**config.mk**
```make
export PLATFORM = sky130hd
export DESIGN_NAME = scoreboard_top
export DESIGN_NICKNAME = d
export VERILOG_FILES = /design/src/scoreboard_pkg.sv /design/src/issue_arbiter.sv /design/src/pipe_unit_tracker.sv /design/src/scoreboard_top.sv /design/src/seq_unit_tracker.sv
export VERILOG_INCLUDE_DIRS = /design/src
export SDC_FILE = /design/constraint.sdc
export NUM_CORES = 1
export LEC_CHECK = 0
export BUFFER_PORTS_ARGS = -buffer_cell sky130_fd_sc_hd__buf_2
export CORE_MARGIN = 2
export CORE_UTILIZATION = 49
export DETAILED_ROUTE_END_ITERATION = 16
export PLACE_DENSITY = 0.74
export SYNTH_ARGS = -nofsm -noshare
export SYNTH_HDL_FRONTEND = slang
export SYNTH_SLANG_ARGS = --single-unit
export TNS_END_PERCENT = 1
```
**constraint.sdc**
```tcl
create_clock -name clk_i -period 3.21 [get_ports clk_i]
set_input_delay 0 -clock clk_i [delete_from_list [all_inputs] [get_ports clk_i]]
set_output_delay 0 -clock clk_i [all_outputs]
set_load 0.05 [all_outputs]
```
**src/scoreboard_defs.svh**
```systemverilog
`ifndef SCOREBOARD_DEFS_SVH
`define SCOREBOARD_DEFS_SVH

//==================================================
// Register file geometry
//==================================================

// Architectural register address width
`define REG_ADDR_W 5

//==================================================
// Execution timing
//==================================================

// Stages between issue and the start of execution
`define BYPASS_STAGES 1

// Execution cycles of each integer unit
`define ALU_LATENCY 1
`define MUL_LATENCY 5
`define DIV_LATENCY 36

// Counter width, must hold DIV_LATENCY plus the bypass stages
`define CNT_W 6

`endif

```
**src/scoreboard_pkg.sv**
```systemverilog
`include "scoreboard_defs.svh"

package scoreboard_pkg;

    // Architectural register address
    typedef logic [`REG_ADDR_W-1:0] reg_addr_t;

    // Cycles left until writeback
    typedef logic [`CNT_W-1:0] latency_cnt_t;

    // Integer unit select, CSR ops go to the ALU
    typedef enum logic [1:0] {
        ALU = 2'd0,
        MUL = 2'd1,
        DIV = 2'd2
    } unit_t;

    // Writeback distance seen from the issue edge
    localparam latency_cnt_t W_ALU = latency_cnt_t'(`ALU_LATENCY + `BYPASS_STAGES);
    localparam latency_cnt_t W_MUL = latency_cnt_t'(`MUL_LATENCY + `BYPASS_STAGES);
    localparam latency_cnt_t W_DIV = latency_cnt_t'(`DIV_LATENCY + `BYPASS_STAGES);

    // Unit to writeback latency
    function automatic latency_cnt_t writeback_latency(input unit_t unit);
        case (unit)
            MUL:     return W_MUL;
            DIV:     return W_DIV;
            // Unused encoding treated as ALU
            default: return W_ALU;
        endcase
    endfunction

endpackage : scoreboard_pkg

```
**src/issue_arbiter.sv**
```systemverilog
`timescale 1ns/1ps

`include "scoreboard_defs.svh"

module issue_arbiter
    import scoreboard_pkg::*;
(
    input  logic  instr_valid_i,
    input  unit_t instr_unit_i,
    input  logic  mul_raw_hazard_i,
    input  logic  mul_latency_hazard_i,
    input  logic  mul_busy_i,
    input  logic  div_raw_hazard_i,
    input  logic  div_latency_hazard_i,
    input  logic  div_busy_i,
    output logic  instr_ready_o,
    output logic  mul_issue_o,
    output logic  div_issue_o,
    output logic  pipeline_empty_o
);

    logic raw_hazard;
    logic latency_hazard;
    logic structural_hazard;
    logic issue;

    //==================================================
    // Hazard merge
    //==================================================

    assign raw_hazard     = mul_raw_hazard_i | div_raw_hazard_i;
    assign latency_hazard = mul_latency_hazard_i | div_latency_hazard_i;

    // Divider is not pipelined, a second DIV must wait
    assign structural_hazard = (instr_unit_i == DIV) && div_busy_i;

    // Ready does not depend on valid
    assign instr_ready_o = !(raw_hazard | latency_hazard | structural_hazard);

    //==================================================
    // Issue strobes
    //==================================================

    // Handshake completes at this edge
    assign issue = instr_valid_i && instr_ready_o;

    // ALU ops are not tracked, so no strobe for them
    assign mul_issue_o = issue && (instr_unit_i == MUL);
    assign div_issue_o = issue && (instr_unit_i == DIV);

    // Nothing in flight in either unit
    assign pipeline_empty_o = !(mul_busy_i | div_busy_i);

endmodule : issue_arbiter

```
**src/pipe_unit_tracker.sv**
```systemverilog
`timescale 1ns/1ps

`include "scoreboard_defs.svh"

module pipe_unit_tracker
    import scoreboard_pkg::*;
#(
    // Number of slots, one per pipeline stage of the unit
    parameter int unsigned LATENCY = `MUL_LATENCY
) (
    input  logic      clk_i,
    input  logic      rst_n_i,
    input  logic      flush_i,
    input  logic      issue_i,
    input  unit_t     unit_i,
    input  reg_addr_t src0_i,
    input  reg_addr_t src1_i,
    input  reg_addr_t dest_i,
    output logic      raw_hazard_o,
    output logic      latency_hazard_o,
    output logic      busy_o
);

    // Value a slot takes when loaded
    localparam latency_cnt_t LOAD_CNT = latency_cnt_t'(LATENCY + `BYPASS_STAGES);

    //==================================================
    // Slot pointer
    //==================================================

    // One-hot, marks the slot the next issue fills
    logic [LATENCY-1:0] slot_ptr;

    always_ff @(posedge clk_i) begin
        if (!rst_n_i) begin
            slot_ptr <= LATENCY'(1);
        end else if (flush_i) begin
            // Back to slot 0
            slot_ptr <= LATENCY'(1);
        end else if (issue_i) begin
            if (slot_ptr[LATENCY-1]) begin
                // Wrap from the last slot
                slot_ptr <= LATENCY'(1);
            end else begin
                slot_ptr <= slot_ptr << 1;
            end
        end
    end

    //==================================================
    // Slot state and compares
    //==================================================

    latency_cnt_t       slot_cnt  [LATENCY];
    reg_addr_t          slot_dest [LATENCY];
    logic [LATENCY-1:0] slot_busy;
    logic [LATENCY-1:0] slot_raw;
    logic [LATENCY-1:0] slot_lat;

    // Writeback distance of the instruction now offered
    latency_cnt_t in_latency;

    assign in_latency = writeback_latency(unit_i);

    for (genvar i = 0; i < LATENCY; i++) begin : g_slot
        // Latency counter
        always_ff @(posedge clk_i) begin
            if (!rst_n_i) begin
                slot_cnt[i] <= '0;
            end else if (flush_i) begin
                slot_cnt[i] <= '0;
            end else if (issue_i && slot_ptr[i]) begin
                slot_cnt[i] <= LOAD_CNT;
            end else if (slot_cnt[i] != '0) begin
                // Count down, keeps running while issue waits
                slot_cnt[i] <= slot_cnt[i] - 1'b1;
            end
        end

        // Destination of the op held in this slot
        always_ff @(posedge clk_i) begin
            if (issue_i && slot_ptr[i]) begin
                slot_dest[i] <= dest_i;
            end
        end

        // Result still in flight
        assign slot_busy[i] = (slot_cnt[i] > latency_cnt_t'(1));

        // Any operand of the new op matches a pending write, x0 exempt
        assign slot_raw[i] = slot_busy[i]
                           && (slot_dest[i] != '0)
                           && ((slot_dest[i] == src0_i)
                            || (slot_dest[i] == src1_i)
                            || (slot_dest[i] == dest_i));

        // Both results would reach writeback in the same cycle
        assign slot_lat[i] = slot_busy[i] && (slot_cnt[i] == in_latency);
    end

    //==================================================
    // Reduction
    //==================================================

    assign raw_hazard_o     = |slot_raw;
    assign latency_hazard_o = |slot_lat;
    assign busy_o           = |slot_busy;

endmodule : pipe_unit_tracker

```
**src/scoreboard_top.sv**
```systemverilog
`timescale 1ns/1ps

`include "scoreboard_defs.svh"

module scoreboard_top
    import scoreboard_pkg::*;
(
    input  logic      clk_i,
    input  logic      rst_n_i,
    input  logic      flush_i,
    input  logic      instr_valid_i,
    input  unit_t     instr_unit_i,
    input  reg_addr_t src0_i,
    input  reg_addr_t src1_i,
    input  reg_addr_t dest_i,
    output logic      instr_ready_o,
    output logic      pipeline_empty_o
);

    // Tracker status toward the arbiter
    logic mul_raw_hazard;
    logic mul_latency_hazard;
    logic mul_busy;
    logic div_raw_hazard;
    logic div_latency_hazard;
    logic div_busy;

    // Per-unit issue strobes
    logic mul_issue;
    logic div_issue;

    //==================================================
    // Unit trackers
    //==================================================

    // Pipelined multiplier, one slot per stage
    pipe_unit_tracker #(
        .LATENCY (`MUL_LATENCY)
    ) u_mul_tracker (
        .clk_i            (clk_i),
        .rst_n_i          (rst_n_i),
        .flush_i          (flush_i),
        .issue_i          (mul_issue),
        .unit_i           (instr_unit_i),
        .src0_i           (src0_i),
        .src1_i           (src1_i),
        .dest_i           (dest_i),
        .raw_hazard_o     (mul_raw_hazard),
        .latency_hazard_o (mul_latency_hazard),
        .busy_o           (mul_busy)
    );

    // Sequential divider
    seq_unit_tracker #(
        .LATENCY (`DIV_LATENCY)
    ) u_div_tracker (
        .clk_i            (clk_i),
        .rst_n_i          (rst_n_i),
        .flush_i          (flush_i),
        .issue_i          (div_issue),
        .unit_i           (instr_unit_i),
        .src0_i           (src0_i),
        .src1_i           (src1_i),
        .dest_i           (dest_i),
        .raw_hazard_o     (div_raw_hazard),
        .latency_hazard_o (div_latency_hazard),
        .busy_o           (div_busy)
    );

    //==================================================
    // Issue decision
    //==================================================

    issue_arbiter u_issue_arbiter (
        .instr_valid_i        (instr_valid_i),
        .instr_unit_i         (instr_unit_i),
        .mul_raw_hazard_i     (mul_raw_hazard),
        .mul_latency_hazard_i (mul_latency_hazard),
        .mul_busy_i           (mul_busy),
        .div_raw_hazard_i     (div_raw_hazard),
        .div_latency_hazard_i (div_latency_hazard),
        .div_busy_i           (div_busy),
        .instr_ready_o        (instr_ready_o),
        .mul_issue_o          (mul_issue),
        .div_issue_o          (div_issue),
        .pipeline_empty_o     (pipeline_empty_o)
    );

endmodule : scoreboard_top

```
**src/seq_unit_tracker.sv**
```systemverilog
`timescale 1ns/1ps

`include "scoreboard_defs.svh"

module seq_unit_tracker
    import scoreboard_pkg::*;
#(
    // Execution cycles of the sequential unit
    parameter int unsigned LATENCY = `DIV_LATENCY
) (
    input  logic      clk_i,
    input  logic      rst_n_i,
    input  logic      flush_i,
    input  logic      issue_i,
    input  unit_t     unit_i,
    input  reg_addr_t src0_i,
    input  reg_addr_t src1_i,
    input  reg_addr_t dest_i,
    output logic      raw_hazard_o,
    output logic      latency_hazard_o,
    output logic      busy_o
);

    // Counter value right after the issue edge
    localparam latency_cnt_t LOAD_CNT = latency_cnt_t'(LATENCY + `BYPASS_STAGES);

    latency_cnt_t op_cnt;
    reg_addr_t    op_dest;
    latency_cnt_t in_latency;

    // Only one op at a time, so a single counter
    always_ff @(posedge clk_i) begin
        if (!rst_n_i) begin
            op_cnt <= '0;
        end else if (flush_i) begin
            op_cnt <= '0;
        end else if (issue_i) begin
            op_cnt <= LOAD_CNT;
        end else if (op_cnt != '0) begin
            op_cnt <= op_cnt - 1'b1;
        end
    end

    // Destination of the op in the unit
    always_ff @(posedge clk_i) begin
        if (issue_i) begin
            op_dest <= dest_i;
        end
    end

    assign in_latency = writeback_latency(unit_i);

    // Busy flag also drives the structural check in the arbiter
    assign busy_o = (op_cnt > latency_cnt_t'(1));

    // Pending write to a register the new op touches
    assign raw_hazard_o = busy_o
                        && (op_dest != '0)
                        && ((op_dest == src0_i)
                         || (op_dest == src1_i)
                         || (op_dest == dest_i));

    // Same writeback cycle as the offered op
    assign latency_hazard_o = busy_o && (op_cnt == in_latency);

endmodule : seq_unit_tracker

```
Word-level counts from Yosys, hierarchy flattened --
Memory sizes are Yosys's and may differ from the RTL's. Cells that the tools add are included.
Storage, ports and cells: flip-flop bits (word level) 16, memory bits (writable) 55, bits of input ports 21, output and inout port bits 2, logic and storage cells 197, memories kept 2
Memory list:
- u_mul_tracker.slot_cnt | depth 5, bits a word 6, read ports 5, clocked after Yosys merged registers in 0, wr ports 5, RTL line pipe_unit_tracker.sv:54 | latency_cnt_t slot_cnt [LATENCY];
- u_mul_tracker.slot_dest | depth 5, bits a word 5, read ports 5, clocked after Yosys merged registers in 0, wr ports 5, RTL line pipe_unit_tracker.sv:55 | reg_addr_t slot_dest [LATENCY];
Cells by class: $add $sub $neg 6, order comparisons 6, equal/unequal tests 26, mux-type cells 73, bitwise logic cells 21, reduce and logical (&&, ||, !) cells 59
Operators by type and width (number):
- $mux 6 | 17
- $eq 5x5->1 | 18
- $mux 1 | 54
- $eq 6x6->1 | 6
- $gt 6x1->1 const B | 6
- $reduce_bool 6->1 | 6
- $sub 6x1->6 const B | 6
- $reduce_bool 5->1 | 6
- $logic_and 1x1->1 | 27
- $or 1x1->1 | 20
- $reduce_or 5->1 | 3
- $logic_or 1x1->1 | 12
- $pmux 6 s2 | 1
- $mux 5 | 1
- $reduce_or 3->1 | 1
- $eq 2x1->1 const B | 1
- $eq 2x2->1 const B | 1
- $logic_not 1->1 | 2
- $reduce_bool 2->1 | 1
- $reduce_or 2->1 | 1
- $not 1->1 | 1

Logic depth before layout (Yosys ltp) --
Gate-level depths: netlist of run 1.
depth in word-level cells 18, gate-level depth with buffers 11, mapped depth without buffers 9

Hierarchy --
Synthesis of run 1 repeated with hierarchy kept, for this count alone.
Second synthesis, totals: cells, all modules 481, area total of the unflattened synthesis 4722.0 µm²
By module, submodules not included:
- pipe_unit_tracker | times used 1, cells an instance 401, area an instance 3953.8 µm², seq. area each 1751.7 µm²
- seq_unit_tracker | times used 1, cells an instance 73, area an instance 720.7 µm², seq. area each 270.3 µm²
- issue_arbiter | times used 1, cells an instance 7, area an instance 47.5 µm², seq. area each 0.0 µm²

Worst setup path after synthesis of run 1 --
OpenSTA, ideal clock, no wires.
path type reg-to-output, from mem u_mul_tracker.slot_cnt[3][3] (netlist name), to out pipeline_empty_o, data arrival time 2.535 ns, data required time 3.210 ns, path slack 0.675 ns, stages on the path, launching flop included 5, path buffers 0, path through edfxtp_1 nor4_1 o21ai_0 or4_1 nor3_1
RTL lines:
- start, declared | RTL line pipe_unit_tracker.sv:54
- end, declared | RTL line scoreboard_top.sv:17 | output logic pipeline_empty_o

==> results of run 1 <==
-- power by group through the flow --
stage          Clock (uW)  Combinational (uW)  Sequential [uW]
2_1_floorplan           0                1280             1410
4_1_cts               739                1580             1450
3_5_place_dp            0                1570             1480
3_3_place_gp            0                1540             1460
5_1_grt               781                1780             1490
6_report              727                1590             1460
-- layout by cell type (no fill, tap or decap), types with 9 or more instances in the layout --
master                     instances
sky130_fd_sc_hd__a211oi_1         20
sky130_fd_sc_hd__a21oi_1           9
sky130_fd_sc_hd__a31o_1           10
sky130_fd_sc_hd__buf_2            22
sky130_fd_sc_hd__clkbuf_8          9
sky130_fd_sc_hd__dfxtp_1          11
sky130_fd_sc_hd__edfxtp_1         60
sky130_fd_sc_hd__ha_1             16
sky130_fd_sc_hd__inv_1            18
sky130_fd_sc_hd__nand2_1          31
sky130_fd_sc_hd__nand3_1          21
sky130_fd_sc_hd__nor2_1           25
sky130_fd_sc_hd__nor2b_1          11
sky130_fd_sc_hd__nor3_1           28
sky130_fd_sc_hd__o21ai_0          13
sky130_fd_sc_hd__xnor2_1          76
sky130_fd_sc_hd__xor2_1           34
-- stage by stage --
step | util | cells | hold slack, ps
final | 0.540 | 630 | 49.4
after detailed placement | 0.519 | 614 | 436
after CTS | 0.540 | 630 | 45.0
after global placement | 0.519 | 614 | 433
after floorplan | - | 486 | 98.9
after global routing | 0.540 | 630 | 42.5
-- layout make-up --
class | count | area share
sequential | 71 | 0.387
clock inverter | 7 | 0.0153
inverter | 18 | 0.0129
multi-input combinational | 367 | 0.502
tap | 133 | 0.0318
timing repair buffer | 25 | 0.0278
clock buffer | 9 | 0.0237
-- cell families after synthesis --
family,after synthesis,share of synthesized area
xor+xnor,110,0.198
compound gates,79,0.115
fa+ha+maj,16,0.0412
flops,71,0.416
mux,5,0.0103
simple gates,157,0.175
buf+inv,48,0.0433
-- state kept, by name, summed over array words and instances (netlist names) --
signal / count
u_mul_tracker.slot_dest: 25
u_mul_tracker.slot_ptr: 5
u_div_tracker.op_cnt: 6
u_mul_tracker.slot_cnt: 30
u_div_tracker.op_dest: 5
-- path summary, 6_finish.rpt --
path,startpoint,slack [ps],to
hold / removal,dest_i[0],50,u_div_tracker.op_dest[0]
setup / recovery,u_mul_tracker.slot_cnt[1][0],430,u_mul_tracker.slot_cnt[0][4]
hold reg to reg,u_div_tracker.op_cnt[4],500,u_div_tracker.op_cnt[4]
setup reg to reg,u_mul_tracker.slot_cnt[1][0],430,u_mul_tracker.slot_cnt[0][4]
-- per-layer routing --
layer	vias to the layer above	track usage
li1	1756	-
met1	1713	0.254
met2	73	0.317
met3	17	0.0390
met4	0	0.0811
met5	-	0
==> out/metrics.sh, run 1 <==
ANT_NETS=0
DIE_X_UM=104
MAX_CLOCK_FREQ_MHz=360
WL_MET1_UM=4700
DP_HPWL_UM=7470
ASYNC_FLOP_SHARE=0
SYNTH_CELL_TYPE_COUNT=42
YOSYSSEQAREASHARE=0.416
CRITPATHCAPTURETYPE='flop'
FINALCLOCKSKEW_PS=18.9
MAX_STAGE_DELAY_PS=420
POST_ROUTE_CELLS_DRIVE_ABOVE_1_SHARE=0.0926
SYNTH.FF_LATCH_COUNT=71
P_SEQ_FRAC=0.387
VIA_PER_INST=5.65
IOS=23
MET2_WIRELENGTH_UM=4910
NUMBER_OF_NETS_IN_THE_LAYOUT=529
WIRELENGTH_UM=10300
FP.DIEH_UM=104
GRT_FIRST_PASS_WIRELENGTH_UM=16800
GRT_PASS1_VIAS=3461
FIRSTDRTPASSITERS=4
SYN_NETS=523
DESIGN.CORE.AREA_MM2=0.00968
ROUTED_WIRE_LENGTH_PER_INSTANCE_UM=16.3
CLOCK_INSERTION_DELAY_WORST_SKEW_PS=360
SETUP-TNS-FINAL_PS=0
PLACE_WS_PS=447
CLOCK-SINKS=71
ROUTED-WL-MET3_UM=454
TIMING.CRITICAL_PATH.ARRIVAL_PS=2860
WORSTSETUPPATHTYPE='flop to flop'
CRITICAL_PATH_CELL_COUNT=10
WORSTPATHMAXFANOUT=45
SWITCHING_SHARE=0.398
CTS_RESIZED=0
CRIT_REQUIRED_PS=3290
SHARE_CLK_OF_TOTAL_POWER=0.192
REPORT.FINAL.SETUP_VIOL=0
HOLD-PATH-CELL-COUNT=1
POWER.NET_SWITCHING_uW=1500
CTS-BUFFERS-INSERTED=9
DRCVIOLATIONCOUNT=0
NFILLCELLS=857
POST-CTS-SETUP-BUFFER-COUNT=0
SYNTH-EDFF-COUNT=60
SYN_TO_FINAL_GROWTH_PCT=7.73
CAP_VIOLATIONS=0
SYNTH.CELL_AREA_MM2=0.00485
GLOBAL_ROUTE.USAGE.TOTAL=0.194
CRIT_PATH_CELL_TRACE='inv_1, ha_1, o21bai_1, a21oi_1, or4_1, and4bb_1, nand4_2, nor3_4, buf_12, a211o_1'
SYNTHFLOPTYPE='sky130_fd_sc_hd__edfxtp_1'
GP_CONGESTION=0.856
RUN_STATUS='complete, no violations'
COMBINATIONALPOWERSHARE=0.421
WORST_PIN_SLEW_PS=819
R2R.WORST_PATH.CELLS=10
SYNTH_TOP_CELL_AREA_SHARE=0.371
INITIAL_CORE_UTILIZATION=0.501
ANTENNA_CELLS=0
CELLPOWERDENSITY_mW_PER_MM2=722
POST_SYNTH_MOST_FREQUENT_CELLS='76 x sky130_fd_sc_hd__xnor2_1, 60 x sky130_fd_sc_hd__edfxtp_1, 34 x sky130_fd_sc_hd__xor2_1'
VIAS=3559
FINAL_DESIGN_AREA_NO_FILL_MM2=0.00523
TOP_LAYER='met4'
REPORTED_LEAKAGE_POWER_uW=0.00181
TIMING_MAX_TRANSITION_VIOLATIONS_FINAL=0
CTS_HOLD_BUF=0
BIGGEST_AREA_CONSUMER_AMONG_SYNTHESIZED_CELLS='sky130_fd_sc_hd__edfxtp_1'
PORT_BUFFERS=22
POST_SYNTH_MAIN_AREA_CONTRIBUTORS='sky130_fd_sc_hd__edfxtp_1 37%, sky130_fd_sc_hd__xnor2_1 14%, sky130_fd_sc_hd__xor2_1 6.1%'
GLOBALROUTEOVERFLOWTOTAL=0
MULTI_INPUT_AREA_MM2=0.00263
GRT_ANTENNA_BEFORE_REPAIR=0
POST_SYNTH_INST_COUNT=486
MIN_PERIOD_OVER_PERIOD=0.866
CORE.ROWCOUNT=36
CRITPATHBUFINV=2
CTS_BUFFER_DEPTH=2
WORST_SETUP_PATH_START_KIND='flop'
TIMING.CRITICAL_PATH.SLOWEST_STAGE_CELL='sky130_fd_sc_hd__edfxtp_1'
CELL_INTERNAL_PWR_uW=2270
PIN_COUNT_OF_THE_BIGGEST_NET_ENTERING_GLOBAL_ROUTING=46
WORST_HOLD_PATH_TYPE='primary input to flop'
POWER.TOTAL_uW=3780
DPL-INSTANCE-AREA_MM2=0.00503
TIMING_HOLD_VIOLATIONS_FINAL=0
CTS_ROOT_BUFFER='sky130_fd_sc_hd__clkbuf_8'
WORST_SLEW_MARGIN_REL=0.452
WORST_PATH_DOMINANT_CELL_FAMILY='simple AND/OR/NAND/NOR gates'
INITIALDRTVIOLATIONCOUNT=217
MAX-VDD-IR-DROP_mV=0.386
TRITONCTS='done'
PATH_CLK_SLEW_PS=90
FIN_CRIT_PS=2780
LAYOUT_SETUP_WS_PS=431
AVGSYNTHCELLAREA_UM2=9.99
HTREE_LEVELS=3
SYNTH_MOST_COMMON_CELL='sky130_fd_sc_hd__xnor2_1'
YOSYS_WARNINGS=0
REGISTER_AREA_MM2=0.00202
DIE_FOOTPRINT_MM2=0.0107
RSZ0062_AT_GRT='no'
Note: power is estimated with default switching activity, not from simulation.
==> run 2, diff against run 1 <==
clock period = 2.8 ns   (was 3.21 ns; I/O delays follow)
==> out/metrics.sh, run 2 (synthesized netlist as in run 1, its figures left out) <==
FP.DIEH_UM=104  # unchanged
GP_CONGESTION=0.898  # was 0.856
BIGGESTREGSBYFLOPS='u_mul_tracker.slot_cnt (30), u_mul_tracker.slot_dest (25), u_div_tracker.op_cnt (6)'  # unchanged
CTS_BUFFER_DEPTH=2  # unchanged
COMBINATIONALPOWERSHARE=0.471  # was 0.421
GRT_ANTENNA_BEFORE_REPAIR=0  # unchanged
MIN_PERIOD_OVER_PERIOD=0.967  # was 0.866
CRIT_REQUIRED_PS=2900  # was 3290 ps
RUN_STATUS='complete, no violations'  # unchanged
WORST_PIN_SLEW_PS=760  # was 819 ps
NUMBER_OF_NETS_IN_THE_LAYOUT=552  # was 529
DRCVIOLATIONCOUNT=0  # unchanged
DPL-INSTANCE-AREA_MM2=0.00516  # was 0.00503 mm2
WORSTSETUPPATHTYPE='flop to flop'  # unchanged
MOSTFREQUENTLAYOUTCELLS='76 x sky130_fd_sc_hd__xnor2_1, 60 x sky130_fd_sc_hd__edfxtp_1, 34 x sky130_fd_sc_hd__xor2_1'  # unchanged
HTREE_LEVELS=3  # unchanged
INITIALDRTVIOLATIONCOUNT=213  # was 217
TRITONCTS='done'  # unchanged
DP_HPWL_UM=7720  # was 7470 um
TIMING_HOLD_VIOLATIONS_FINAL=0  # unchanged
CRITPATHCAPTURETYPE='flop'  # unchanged
VIAS=3690  # was 3559
CELL_INTERNAL_PWR_uW=2660  # was 2270 uW
DPL.CELL_COUNT=630  # was 614
PATH_CLK_SLEW_PS=80  # was 90 ps
FINALCLOCKSKEW_PS=13.3  # was 18.9 ps
SHARE_CLK_OF_TOTAL_POWER=0.162  # was 0.192
POST_ROUTE_CELLS_DRIVE_ABOVE_1_SHARE=0.156  # was 0.0926
DESIGN.CORE.AREA_MM2=0.00968  # unchanged
CORE.ROWCOUNT=36  # unchanged
GLOBALROUTEOVERFLOWTOTAL=0  # unchanged
CELLPOWERDENSITY_mW_PER_MM2=820  # was 722 mW/mm2
MOST_COMMON_CELL_AFTER_LAYOUT_FILL_AND_TAPS_ASIDE='sky130_fd_sc_hd__xnor2_1'  # unchanged
DIE_X_UM=104  # unchanged
GRT_PASS1_VIAS=3667  # was 3461
CTS_HOLD_BUF=0  # unchanged
PORT_BUFFERS=22  # unchanged
REPORT.FINAL.SETUP_VIOL=0  # unchanged
FINAL_CELL_COUNT_NO_FILL=653  # was 630
WORSTPATHMAXFANOUT=15  # was 45
IOS=23  # unchanged
PIN_COUNT_OF_THE_BIGGEST_NET_ENTERING_GLOBAL_ROUTING=31  # was 46
P_SEQ_FRAC=0.367  # was 0.387
CLOCK-SINKS=71  # unchanged
VIA_PER_INST=5.65  # about the same
FIN_HOLD_WS_PS=46.1  # was 49.4 ps
TIMING_MAX_TRANSITION_VIOLATIONS_FINAL=0  # unchanged
ANTENNA_CELLS=0  # unchanged
FIN_CRIT_PS=2710  # was 2780 ps
SWITCHING_SHARE=0.407  # was 0.398
FIRSTDRTPASSITERS=5  # was 4
WORST_HOLD_PATH_TYPE='primary input to flop'  # unchanged
DIE_FOOTPRINT_MM2=0.0107  # unchanged
REGMOSTFLOPS='u_mul_tracker.slot_cnt'  # unchanged
WORST_SETUP_PATH_START_KIND='flop'  # unchanged
SYN_TO_FINAL_GROWTH_PCT=12.6  # was 7.73%
GRT_FIRST_PASS_WIRELENGTH_UM=18100  # was 16800 um
INITIAL_CORE_UTILIZATION=0.501  # unchanged
POWER.NET_SWITCHING_uW=1830  # was 1500 uW
CAP_VIOLATIONS=0  # unchanged
TIMING.CRITICAL_PATH.ARRIVAL_PS=2810  # was 2860 ps
CTS_ROOT_BUFFER='sky130_fd_sc_hd__clkbuf_8'  # unchanged
MAX-VDD-IR-DROP_mV=0.335  # was 0.386 mV
GLOBAL_ROUTE.USAGE.TOTAL=0.208  # was 0.194
WIRELENGTH_UM=11100  # was 10300 um
FINAL_DESIGN_AREA_NO_FILL_MM2=0.00547  # was 0.00523 mm2
REPORTED_LEAKAGE_POWER_uW=0.00193  # was 0.00181 uW
LARGEST_REGISTER_FF_COUNT=30  # unchanged
CTS-BUFFERS-INSERTED=9  # unchanged
MAX_CLOCK_FREQ_MHz=369  # was 360 MHz
ANT_NETS=0  # unchanged
WORST_SLEW_MARGIN_REL=0.493  # was 0.452
ROUTED_WIRE_LENGTH_PER_INSTANCE_UM=16.9  # was 16.3 um
CLOCK_INSERTION_DELAY_WORST_SKEW_PS=360  # about the same
run 2: power by group through the flow:
stage	sequential [uW]	combinational, uW	clock (uW)
after global routing	1680	2340	782
after floorplan	1620	1470	0
after global placement	1640	1920	0
final	1650	2110	726
after CTS	1640	1960	735
after detailed placement	1660	1950	0
run 2: critical path, stage by stage (launching register included):
cell	delay [ps]
sky130_fd_sc_hd__edfxtp_1	400
sky130_fd_sc_hd__inv_1	100
sky130_fd_sc_hd__ha_1	260
sky130_fd_sc_hd__o21bai_1	200
sky130_fd_sc_hd__a21oi_1	90
sky130_fd_sc_hd__or4_1	400
sky130_fd_sc_hd__and4bb_1	250
sky130_fd_sc_hd__nand4_2	150
sky130_fd_sc_hd__nor3_4	70
sky130_fd_sc_hd__buf_12	150
sky130_fd_sc_hd__a211o_4	380
run 2: layer usage:
metal / vias to the layer above / track usage / part of all wire / routed length [um]
met2: 104 / 0.355 / 0.49 / 5420
met3: 19 / 0.0308 / 0.053 / 586
met4: 0 / 0.0830 / 0.019 / 212
met1: 1764 / 0.265 / 0.44 / 4840
li1: 1803 / - / - / -
met5: - / 0 / 0 / 0
run 2: final timing paths:
kind | from | end | slack [ps] | depth (start not counted)
setup reg to reg | u_mul_tracker.slot_cnt[1][0] | u_mul_tracker.slot_cnt[0][4] | 90 | 10
hold / removal | dest_i[4] | u_mul_tracker.slot_dest[0][9] | 50 | 1
hold reg to reg | u_div_tracker.op_cnt[4] | u_div_tracker.op_cnt[4] | 510 | 2
setup / recovery | u_mul_tracker.slot_cnt[1][0] | u_mul_tracker.slot_cnt[0][4] | 90 | 10
run 2: timing repair:
item,4_1_cts,5_1_grt
endpoints found under the setup margin,0,72
gates resized for setup,0,18
setup buffers,0,6
run 2: area by class of cell:
class                           instances  area [um2]
Clock inverter                          7        48.8
Clock buffer                            9         124
Fill cell                             799        4220
Multi-Input combinational cell        367        2690
Inverter                               18        67.6
Tap cell                              133         166
Timing Repair Buffer                   48         348
Sequential cell                        71        2020
run 2: per-stage QoR:
| step | setup TNS [ps] | power, uW | utilization | worst slack (ps) |
|---|---|---|---|---|
| 2_1_floorplan | 0 | 3090 | - | 265 |
| 3_3_place_gp | 0 | 3560 | 0.533 | 119 |
| 3_5_place_dp | 0 | 3610 | 0.533 | 21.5 |
| 4_1_cts | 0 | 4340 | 0.551 | 14.7 |
| 5_1_grt | -147 | 4800 | 0.564 | -17.9 |
| 6_report | 0 | 4480 | 0.564 | 91.1 |
